## src/common/fetch_pkg.sv

```systemverilog
// Shared types for the START_OP fetch decoder.
// Holds the operation, group and fetch state codes,
// the first instruction word views and the hazard flags.
`default_nettype none

package fetch_pkg;

    typedef enum logic [6:0] {
        // Trap-type operations.
        ILLEGAL, RTE, TRAP, UNIMPLEMENTED,
        // Register-only operations.
        DBcc, EXT, EXTB, MOVEQ, SWAP,
        EXG,
        // Status register writers.
        ANDI_TO_CCR, ANDI_TO_SR, EORI_TO_CCR, EORI_TO_SR,
        ORI_TO_CCR, ORI_TO_SR, OP_RESET,
        // Shifts and rotates.
        ASL, ASR, LSL, LSR, ROTL, ROTR, ROXL, ROXR,
        // ALU operations with a destination operand.
        ADD, ADDI, ADDQ, AND_B, ANDI, CMP, CMPI, EOR, EORI,
        NEG, NOT_B, OR_B, ORI, SUB, SUBI, SUBQ, TST,
        // Source operand operations.
        ADDA, CMPA, SUBA, MOVEA, CHK, DIVS, DIVU, MULS, MULU, BTST,
        MOVE,
        // Flow and no-operation codes.
        BRA, Bcc, NOP, TRAPV
    } op_t;

    typedef enum logic [4:0] {
        START_OP       = 5'd0,
        CALC_AEFF      = 5'd1,
        FETCH_DISPL    = 5'd2,
        FETCH_EXWORD_1 = 5'd3,
        FETCH_ABS_HI   = 5'd8,
        FETCH_ABS_LO   = 5'd9,
        FETCH_IDATA_B2 = 5'd10,
        FETCH_IDATA_B1 = 5'd11,
        FETCH_OPERAND  = 5'd13,
        INIT_EXEC_WB   = 5'd14
    } fetch_state_t;

    typedef enum logic [3:0] {
        GRP_TRAP,
        GRP_REG,
        GRP_EXG,
        GRP_SR,
        GRP_SHIFT,
        GRP_ALU_DST,
        GRP_SRC,
        GRP_MOVE,
        GRP_DEFAULT
    } op_group_t;

    typedef struct packed {
        logic [7:0] upper;    // Bits 13..6, size and opmode fields.
        logic [2:0] ea_mode;
        logic [2:0] ea_reg;
    } biw0_ea_t;

    typedef struct packed {
        logic [1:0] size;     // 01 byte, 11 word, 10 long.
        logic [2:0] dst_reg;
        logic [2:0] dst_mode;
        logic [2:0] src_mode;
        logic [2:0] src_reg;
    } biw0_move_t;

    typedef struct packed {
        logic [5:0] upper;
        logic [4:0] opmode;   // Selects Dn/Dn, An/An or Dn/An exchange.
        logic [2:0] ry;
    } biw0_exg_t;

    // First instruction word, read as EA, MOVE or EXG encoding.
    typedef union packed {
        biw0_ea_t   ea_view;
        biw0_move_t move_view;
        biw0_exg_t  exg_view;
    } biw0_t;

    typedef struct packed {
        logic dr_in_use;      // Data register write pending.
        logic ar_in_use;      // Address register write pending.
        logic alu_bsy;
    } hazard_t;

    typedef struct packed {
        op_group_t group;
        logic      strict_hazard; // Register direct waits on either flag.
    } op_class_t;

endpackage

`default_nettype wire

```

## src/fetch_start/ea_route.sv

```systemverilog
// Effective address router.
// Picks the next fetch state for groups that walk an EA field,
// holding in START_OP while a needed register is still pending.
`timescale 1ns/1ns
`default_nettype none

module ea_route (
    input  wire fetch_pkg::op_class_t op_class,
    input  wire fetch_pkg::biw0_t     biw_0,
    input  wire fetch_pkg::hazard_t   hazard,
    input  wire logic                 imm_long,
    output      fetch_pkg::fetch_state_t ea_state
);

    import fetch_pkg::*;

    logic         any_busy;
    fetch_state_t dn_state;
    fetch_state_t an_state;

    assign any_busy = hazard.dr_in_use || hazard.ar_in_use;

    // Register direct modes, which depend on the group.
    always_comb begin : reg_direct
        case (op_class.group)
            GRP_ALU_DST: begin
                if (hazard.dr_in_use) begin
                    dn_state = START_OP; // Wait, destination Dn.
                end else begin
                    dn_state = INIT_EXEC_WB;
                end
                if ((op_class.strict_hazard && any_busy) || hazard.ar_in_use) begin
                    an_state = START_OP;
                end else begin
                    an_state = INIT_EXEC_WB;
                end
            end
            GRP_SRC: begin
                if ((op_class.strict_hazard && any_busy) || hazard.dr_in_use) begin
                    dn_state = START_OP;
                end else begin
                    dn_state = INIT_EXEC_WB;
                end
                if (hazard.ar_in_use) begin
                    an_state = START_OP; // Source An pending.
                end else begin
                    an_state = INIT_EXEC_WB;
                end
            end
            GRP_MOVE: begin
                // A -(An) destination is decremented right away.
                if (hazard.dr_in_use ||
                    (biw_0.move_view.dst_mode == 3'b100 && hazard.ar_in_use)) begin
                    dn_state = START_OP;
                end else begin
                    dn_state = INIT_EXEC_WB;
                end
                if (hazard.ar_in_use) begin
                    an_state = START_OP;
                end else begin
                    an_state = INIT_EXEC_WB;
                end
            end
            default: begin
                dn_state = INIT_EXEC_WB;
                an_state = INIT_EXEC_WB;
            end
        endcase
    end

    always_comb begin : mode_dec
        case (biw_0.ea_view.ea_mode)
            3'b000: ea_state = dn_state;
            3'b001: ea_state = an_state;
            3'b010, 3'b011: begin // (An), (An)+.
                if (hazard.ar_in_use) begin
                    ea_state = START_OP;
                end else begin
                    ea_state = FETCH_OPERAND;
                end
            end
            3'b100: begin // -(An).
                if (hazard.ar_in_use) begin
                    ea_state = START_OP;
                end else begin
                    ea_state = CALC_AEFF;
                end
            end
            3'b101: ea_state = FETCH_DISPL;
            3'b110: ea_state = FETCH_EXWORD_1;
            default: begin
                case (biw_0.ea_view.ea_reg)
                    3'b000: ea_state = FETCH_ABS_LO; // Absolute short.
                    3'b001: ea_state = FETCH_ABS_HI; // Absolute long.
                    3'b100: begin
                        if (imm_long) begin
                            ea_state = FETCH_IDATA_B2;
                        end else begin
                            ea_state = FETCH_IDATA_B1; // Word or byte.
                        end
                    end
                    3'b010: ea_state = FETCH_DISPL; // PC relative.
                    default: ea_state = FETCH_EXWORD_1;
                endcase
            end
        endcase

        // Memory shifts only see absolute forms in these modes.
        if (op_class.group == GRP_SHIFT &&
            biw_0.ea_view.ea_mode inside {3'b000, 3'b001, 3'b111}) begin
            if (biw_0.ea_view.ea_reg == 3'b000) begin
                ea_state = FETCH_ABS_LO;
            end else begin
                ea_state = FETCH_ABS_HI;
            end
        end
    end

endmodule

`default_nettype wire

```

## src/fetch_start/imm_size_dec.sv

```systemverilog
// Immediate size decoder.
// Flags a long word immediate source straight from the opcode bits.
`timescale 1ns/1ns
`default_nettype none

module imm_size_dec (
    input  wire fetch_pkg::op_t       op,
    input  wire fetch_pkg::op_class_t op_class,
    input  wire fetch_pkg::biw0_t     biw_0,
    output logic                      imm_long
);

    import fetch_pkg::*;

    always_comb begin : size_dec
        imm_long = 1'b0;
        case (op_class.group)
            GRP_ALU_DST: begin
                imm_long = (biw_0.ea_view.upper[1:0] == 2'b10); // Size in bits 7..6.
            end
            GRP_MOVE: begin
                imm_long = (biw_0.move_view.size == 2'b10);
            end
            GRP_SRC: begin
                case (op)
                    MOVEA:            imm_long = (biw_0.move_view.size == 2'b10);
                    ADDA, CMPA, SUBA: imm_long = (biw_0.ea_view.upper[2:1] == 2'b11);
                    CHK:              imm_long = (biw_0.ea_view.upper[2:1] == 2'b10);
                    DIVS, DIVU,
                    MULS, MULU:       imm_long = !biw_0.ea_view.upper[1]; // Long form.
                    default:          imm_long = 1'b0; // BTST takes a byte.
                endcase
            end
            default: begin
                imm_long = 1'b0;
            end
        endcase
    end

endmodule

`default_nettype wire

```

## src/fetch_start/op_classify.sv

```systemverilog
// Operation classifier for the START_OP decoder.
// Sorts each operation into its routing group.
`timescale 1ns/1ns
`default_nettype none

module op_classify (
    input  wire fetch_pkg::op_t       op,
    output      fetch_pkg::op_class_t op_class
);

    import fetch_pkg::*;

    always_comb begin : group_dec
        case (op)
            ILLEGAL, RTE, TRAP, UNIMPLEMENTED: begin
                op_class.group = GRP_TRAP;
            end
            DBcc, EXT, EXTB, MOVEQ, SWAP: begin
                op_class.group = GRP_REG;
            end
            EXG: begin
                op_class.group = GRP_EXG;
            end
            ANDI_TO_CCR, ANDI_TO_SR, EORI_TO_CCR, EORI_TO_SR,
            ORI_TO_CCR, ORI_TO_SR, OP_RESET: begin
                op_class.group = GRP_SR; // Wait for condition codes.
            end
            ASL, ASR, LSL, LSR, ROTL, ROTR, ROXL, ROXR: begin
                op_class.group = GRP_SHIFT;
            end
            ADD, ADDI, ADDQ, AND_B, ANDI, CMP, CMPI, EOR, EORI,
            NEG, NOT_B, OR_B, ORI, SUB, SUBI, SUBQ, TST: begin
                op_class.group = GRP_ALU_DST; // Destination is an ALU operand.
            end
            ADDA, CMPA, SUBA, MOVEA, CHK, DIVS, DIVU, MULS, MULU, BTST: begin
                op_class.group = GRP_SRC;
            end
            MOVE: begin
                op_class.group = GRP_MOVE;
            end
            default: begin
                op_class.group = GRP_DEFAULT; // Branches, NOP and unused codes.
            end
        endcase
    end

    // These read a register that another pending write may still target.
    always_comb begin : strict_dec
        op_class.strict_hazard = op inside {ADD, SUB, AND_B, EOR, OR_B, CMP,
                                            ADDA, SUBA, CMPA, MOVEA};
    end

endmodule

`default_nettype wire

```

## src/fetch_start/start_op_route.sv

```systemverilog
// START_OP final next-state selection.
// Handles word availability, the register, EXG and status register
// groups, and passes the EA route through for the others.
`timescale 1ns/1ns
`default_nettype none

module start_op_route (
    input  wire fetch_pkg::op_class_t    op_class,
    input  wire fetch_pkg::biw0_t        biw_0,
    input  wire logic                    opd_ack,
    input  wire logic                    ow_rdy,
    input  wire fetch_pkg::hazard_t      hazard,
    input  wire fetch_pkg::fetch_state_t ea_state,
    output      fetch_pkg::fetch_state_t next_fetch_state
);

    import fetch_pkg::*;

    logic exg_wait;

    // Each exchange form waits on the register kinds it touches.
    assign exg_wait =
        (biw_0.exg_view.opmode == 5'b10001 && (hazard.dr_in_use || hazard.ar_in_use)) ||
        (biw_0.exg_view.opmode == 5'b01000 && hazard.dr_in_use) ||
        (biw_0.exg_view.opmode == 5'b01001 && hazard.ar_in_use);

    always_comb begin : start_dec
        if (!opd_ack && !ow_rdy) begin
            next_fetch_state = START_OP; // No word yet.
        end else begin
            case (op_class.group)
                GRP_TRAP: next_fetch_state = START_OP;
                GRP_REG: begin
                    if (hazard.dr_in_use) begin
                        next_fetch_state = START_OP;
                    end else begin
                        next_fetch_state = INIT_EXEC_WB;
                    end
                end
                GRP_EXG: begin
                    if (exg_wait) begin
                        next_fetch_state = START_OP;
                    end else begin
                        next_fetch_state = INIT_EXEC_WB;
                    end
                end
                GRP_SR: begin
                    if (hazard.alu_bsy) begin
                        next_fetch_state = START_OP; // Flags still in flight.
                    end else begin
                        next_fetch_state = INIT_EXEC_WB;
                    end
                end
                GRP_SHIFT: begin
                    if (biw_0.ea_view.upper[1:0] != 2'b11) begin // Register shift.
                        if (hazard.dr_in_use) begin
                            next_fetch_state = START_OP;
                        end else begin
                            next_fetch_state = INIT_EXEC_WB;
                        end
                    end else begin
                        next_fetch_state = ea_state; // Memory shift.
                    end
                end
                GRP_ALU_DST, GRP_SRC, GRP_MOVE: next_fetch_state = ea_state;
                default: next_fetch_state = INIT_EXEC_WB;
            endcase
        end
    end

endmodule

`default_nettype wire

```

## src/verilog/fetch_start_dec.sv

```systemverilog
// START_OP next-state decoder top level.
// Connects the classifier, immediate size decoder and both routers.
`timescale 1ns/1ns
`default_nettype none

module fetch_start_dec (
    input  wire fetch_pkg::op_t          op,
    input  wire fetch_pkg::biw0_t        biw_0,
    input  wire logic                    opd_ack,
    input  wire logic                    ow_rdy,
    input  wire fetch_pkg::hazard_t      hazard,
    output      fetch_pkg::fetch_state_t next_fetch_state
);

    import fetch_pkg::*;

    op_class_t    op_class;
    logic         imm_long;
    fetch_state_t ea_state;

    op_classify u_op_classify (
        .op       (op),
        .op_class (op_class)
    );

    imm_size_dec u_imm_size_dec (
        .op       (op),
        .op_class (op_class),
        .biw_0    (biw_0),
        .imm_long (imm_long)
    );

    ea_route u_ea_route (
        .op_class (op_class),
        .biw_0    (biw_0),
        .hazard   (hazard),
        .imm_long (imm_long),
        .ea_state (ea_state)
    );

    start_op_route u_start_op_route (
        .op_class         (op_class),
        .biw_0            (biw_0),
        .opd_ack          (opd_ack),
        .ow_rdy           (ow_rdy),
        .hazard           (hazard),
        .ea_state         (ea_state),
        .next_fetch_state (next_fetch_state)
    );

endmodule

`default_nettype wire
```

## config.mk

```make
export PLATFORM = sky130hd
export DESIGN_NAME = fetch_start_dec
export DESIGN_NICKNAME = d
export VERILOG_FILES = /design/src/common/fetch_pkg.sv /design/src/fetch_start/ea_route.sv /design/src/fetch_start/imm_size_dec.sv /design/src/fetch_start/op_classify.sv /design/src/fetch_start/start_op_route.sv /design/src/verilog/fetch_start_dec.sv
export SDC_FILE = /design/constraint.sdc
export NUM_CORES = 1
export LEC_CHECK = 0
export ABC_AREA = 1
export BUFFER_PORTS_ARGS = -buffer_cell sky130_fd_sc_hd__buf_2
export CAP_MARGIN = 5
export CORE_UTILIZATION = 55
export DETAILED_ROUTE_END_ITERATION = 10
export PLACE_DENSITY = 0.95
export SYNTH_ARGS = -nofsm -noshare
export SYNTH_HDL_FRONTEND = slang
export SYNTH_SLANG_ARGS = --single-unit
export TNS_END_PERCENT = 1
```

## constraint.sdc

```tcl
create_clock -name vclk -period 3.6
set_clock_uncertainty 0.05 [all_clocks]
set_input_delay 0.54 -clock vclk [all_inputs]
set_output_delay 0.54 -clock vclk [all_outputs]
set_load 0.03 [all_outputs]
```

**Word-level counts from Yosys, hierarchy flattened**

Memory sizes are Yosys's and may differ from the RTL's.
Cells that the tools add are included.

- Multiplexer cells: 22
- Reductions and logical operators: 26
- Div/mod/pow operators: 0
- $lt $le $gt $ge: 0
- Bitwise operators: 0
- Add/sub/neg operators: 0
- Shift-type cells: 0
- Equality and inequality tests: 41
- Multipliers: 0

Operators with widths:

| operator | count |
|---|---|
| 7-bit by 6-bit equality test with 1-bit output (second input constant) | 12 |
| 5-bit one-hot mux with 6 select lines | 2 |
| 4-bit 2-to-1 mux | 9 |
| 7-bit by 5-bit equality test with 1-bit output (second input constant) | 3 |
| 5-bit one-hot mux with 4 select lines | 1 |
| 3-bit equality test (second input constant) | 6 |
| 4-bit by 3-bit equality test with 1-bit output (second input constant) | 4 |
| 5-bit 2-to-1 mux | 3 |
| 5-bit one-hot mux with 3 select lines | 1 |
| 5-bit by 4-bit equality test with 1-bit output (second input constant) | 2 |
| 5-bit one-hot mux with 2 select lines | 1 |
| 10-bit nonzero test | 1 |
| 3-bit by 2-bit equality test with 1-bit output (second input constant) | 3 |
| 2-bit equality test (second input constant) | 4 |
| 4-bit by 2-bit equality test with 1-bit output (second input constant) | 2 |
| 1-bit logical AND | 7 |
| 3-bit by 1-bit equality test with 1-bit output (second input constant) | 2 |
| 3-bit zero test | 2 |
| 1-bit logical OR | 6 |
| 3-bit OR reduction | 2 |
| 5-bit equality test (second input constant) | 1 |
| 4-bit by 1-bit equality test with 1-bit output (second input constant) | 1 |
| 4-bit zero test | 1 |
| 1-bit one-hot mux with 4 select lines | 1 |
| other kinds (7) | 12 |

- Word-level logic and storage cells: 90
- RAM bits: 0
- Output and inout bits: 5
- Bits in read-only memories: 256
- Bits in latches: 0
- Input bits: 26
- Memories kept: 1
- Register bits after elaboration: 0

Memory list:

| memory | words | width | read ports | clocked after Yosys merged registers in | wr ports | RTL line | text |
|---|---|---|---|---|---|---|---|
| (name not given) | 64 | 4 | 1 | 0 | 0 | op_classify.sv:14 | `case (op)` |

**Longest topological paths before layout**

- Depth after elaboration: 11
- Gate-level depth with buffers: 18
- Gate-level depth less buffers: 18

**Modules after synthesis**

Synthesis repeated with hierarchy kept, for this count alone.

- Cell total of the unflattened synthesis: 219
- Area total of the unflattened synthesis: 1013.5 sq um

Modules (own cells, without submodules):

| module | seq. area each (sq um) | times used | area each (sq um) | cells an instance |
|---|---|---|---|---|
| ea_route | 0.0 | 1 | 300.3 | 63 |
| start_op_route | 0.0 | 1 | 296.5 | 67 |
| op_classify | 0.0 | 1 | 269.0 | 56 |
| imm_size_dec | 0.0 | 1 | 147.6 | 33 |

**Worst setup path before layout**

No wires, ideal clock.

- Path kind: input-to-output
- From: in op[1]
- To: out next_fetch_state[1]
- Buffers on the path: 0
- Setup slack: 0.689 ns
- Arrival time: 2.321 ns
- Required time: 3.010 ns
- Cell stages on the path: 15
- Cells stage by stage: nor2_4 > inv_1 > nor2_1 > ha_1 > nor2_1 > nor2_1 > nand2_2 > nand3_4 > nor2_4 > nand2_1 > o21ai_1 > nand2_1 > nand2_1 > nor2_1 > a21oi_1

- Word-level cells in the longest chain between the ends: 11
- Elaborated cells between the ends (all ways): 36
- Those cells by class: eq/ne: 17; mux: 10; reduce/logical: 8; memory: 1

Ends and longest elaborated chain:

| what | RTL line | text |
|---|---|---|
| start: declaration | fetch_start_dec.sv:7 | `input wire fetch_pkg::op_t op,` |
| branches (longest 9 deep; another with memory 64 x 4 bit) | - |  |
| 5-bit one-hot mux with 6 select lines (*) | start_op_route.sv:31 | `case (op_class.group)` |
| 5-bit 2-to-1 mux (*) | start_op_route.sv:28 | `if (!opd_ack && !ow_rdy) begin` |
| end: declaration | fetch_start_dec.sv:12 | `output fetch_pkg::fetch_state_t next_fetch_state` |

Every way passes the cells marked *.

**Worst setup path in the final report**

Same ends and word-level chain as after synthesis.

==> summary.md <==
| Metric | Value |
|---|---|
| RSZ-0062 raised after global routing | no |
| Synth warn | 0 |
| Synth top area share | 22.0% |
| Post-CTS setup buffer count | 0 |
| Critical path arrival | 2520 ps |
| Drt drc | 0 |
| Final Max Slew Viols | 0 |
| Worst endpoint required time | 3010 ps |
| Hold path endpoint | next_fetch_state[3] |
| Flip-flop and latch area | 0 um^2 |
| CP endpoint kind | primary output |
| Max Fclk | 321 MHz |
| DRT Pass-1 Iters | 4 |
| Fin. Hold Viols | 0 |
| # clk buffers | 0 |
| # rows | 13 |
| Total grt overflow | 0 |
| Biggest area consumer among synthesized cells | nand2_1 |
| Main combinational cell family by area after synthesis | simple AND/OR/NAND/NOR gates |
| Synth Cell Area | 855 um^2 |
| Final setup fails | 0 |
| Post-synthesis compound-gate area fraction | 17.7% |
| WL final | 2300 um |
| Via-to-Cell Ratio | 5.55 |
| Hold Path Class | input port to primary output |
| Placed Area | 1000 um^2 |
| Syn Area/Cell | 5.03 um^2 |
| DP HPWL | 1950 um |
| Portion of netlist area occupied by mux cells | 0% |
| Layout cell share with drive strength beyond 1 | 25.0% |
| Worst hold path startpoint | opd_ack |
| CP startpoint kind | input port |
| Simple-Gate Fraction of Synth Area | 64.4% |
| Final net count | 227 |
| Vias in the first global route | 1052 |
| I/O pin count | 31 |
| Largest net degree at the start of global routing | 8 |
| Die W | 41.4 um |
| Power Density | 125 nW/um^2 |
| Sequential fraction of the synthesis area | 0% |
| Status | finished clean |
| Synth area leaders | nand2_1, nor2_1, inv_1 |
| Area growth, synth to finish | 17.1% |
| Sequential cells | 0 |
| Synth Area in XOR/XNOR | 0% |
| GRT Overall Usage | 27.5% |
| Fill cells | 138 |
| Crit share post-route | 86.5% |
| Core footprint | 1370 um^2 |
| Initial DRC count | 38 |
| Critical Path Source | op[1] |
| Syn nets | 199 |
| Max FO, Critical Path | 7 |
| Initial antenna violation count | 0 |
| Starting Density | 62.5% |
| Die Ht | 41.4 um |
| Number of gates resized after CTS | 0 |
| Syn Inst Count | 170 |
| Fin Setup TNS | 0 ps |
| Design area | 1000 um^2 |
| Routed wire per std cell | 10.9 um |
| Multi-input logic area | 743 um^2 |
| Die footprint | 1720 um^2 |
| Routed vias | 1170 |
| WS Path Type | input port to primary output |
| Post-synth cell types | 30 |
| WHS Path Cells | 4 |
| Cell leakage power | 0.000597 uW |
| Global-route wire length before repair | 4090 um |
| Max-Cap Viols | 0 |
| Routability cong. | 0.904 |
| Port Buffers | 27 |
| Antenna-violating nets left | 0 |
| # diodes | 0 |
| Adder-Cell Fraction of Synth Area | 4.39% |
| Min Tclk post-route | 3110 ps |
| Hold-fix buffers, CTS | 0 |
| Peak VDD IR | 0.0749 mV |
-- per-stage QoR --
stage	instances	util [%]	setup slack, ps	power [uW]	hold slack [ps]
floorplan	170	-	689	85.3	1300
global placement	211	73.3	562	118	1460
detailed placement	211	73.3	475	123	1470
CTS	211	73.3	472	123	1470
global route	211	73.3	243	139	1520
finish	211	73.3	486	125	1480
-- worst max path at each step --
stage / endpoint / slack, ps / cells after the start
after detailed placement: next_fetch_state[0] / 470 / 19
after floorplan: next_fetch_state[1] / 690 / 15
after CTS: next_fetch_state[0] / 470 / 19
final: next_fetch_state[1] / 490 / 16
after global routing: next_fetch_state[3] / 240 / 17
after global placement: next_fetch_state[2] / 560 / 17
-- power by group --
part | switching (uW) | internal, uW | total, uW
combinational | 82.8 | 41.9 | 125
sequential | 0 | 0 | 0
clock | 0 | 0 | 0
total | 82.8 | 41.9 | 125
-- cells by family (layout without fill, tap and decap cells) --
kind of cell / count (synthesis) / count (layout)
adders and majority gates: 3 / 3
and+or+nand+nor: 113 / 113
buffers and inverters: 28 / 54
other: 1 / 1
AOI/OAI and AO/OA: 25 / 25
-- area by class of cell --
class,count,area share [%]
tap,15,1.88
inverter,27,10.4
timing repair buffer,27,13.5
multi-input combinational,142,74.3
-- layer usage --
layer  GRT usage (%)  vias up  routed length [um]
met5               0        -                   0
met4            6.45        0                  17
met3               0        4                 135
met2            48.1       46                1120
met1            37.4      515                1030
li1                -      605                   -
-- placed cells by master, fill, tap and decap left out, drive strengths merged, types with 2 or more instances in the layout --
cell type	count
o21ai	13
nor2	31
nand3	16
buf	27
o21bai	2
a21oi	6
nand4	4
ha	3
nor3	4
nand2	56
inv	27
-- synth_stat cells (all sizes together), types with 2 or more instances --
cell type,n
nand3,16
nor2,31
a21oi,6
ha,3
inv,27
nand4,4
o21ai,13
nand2,56
nor3,4
o21bai,2
-- worst max-delay path: stages --
cell and delay [ps]:
buf_2 150, nor2_4 140, inv_1 80, nor2_1 190, inv_1 70, ha_1 190, nand2_1 70, nand3_1 70
nand2_2 120, nor2_8 60, inv_4 90, o2111ai_2 170, a21oi_1 180, nand2_1 80, a21oi_1 110, buf_2 210
Note: power is estimated with default switching activity, not from simulation.
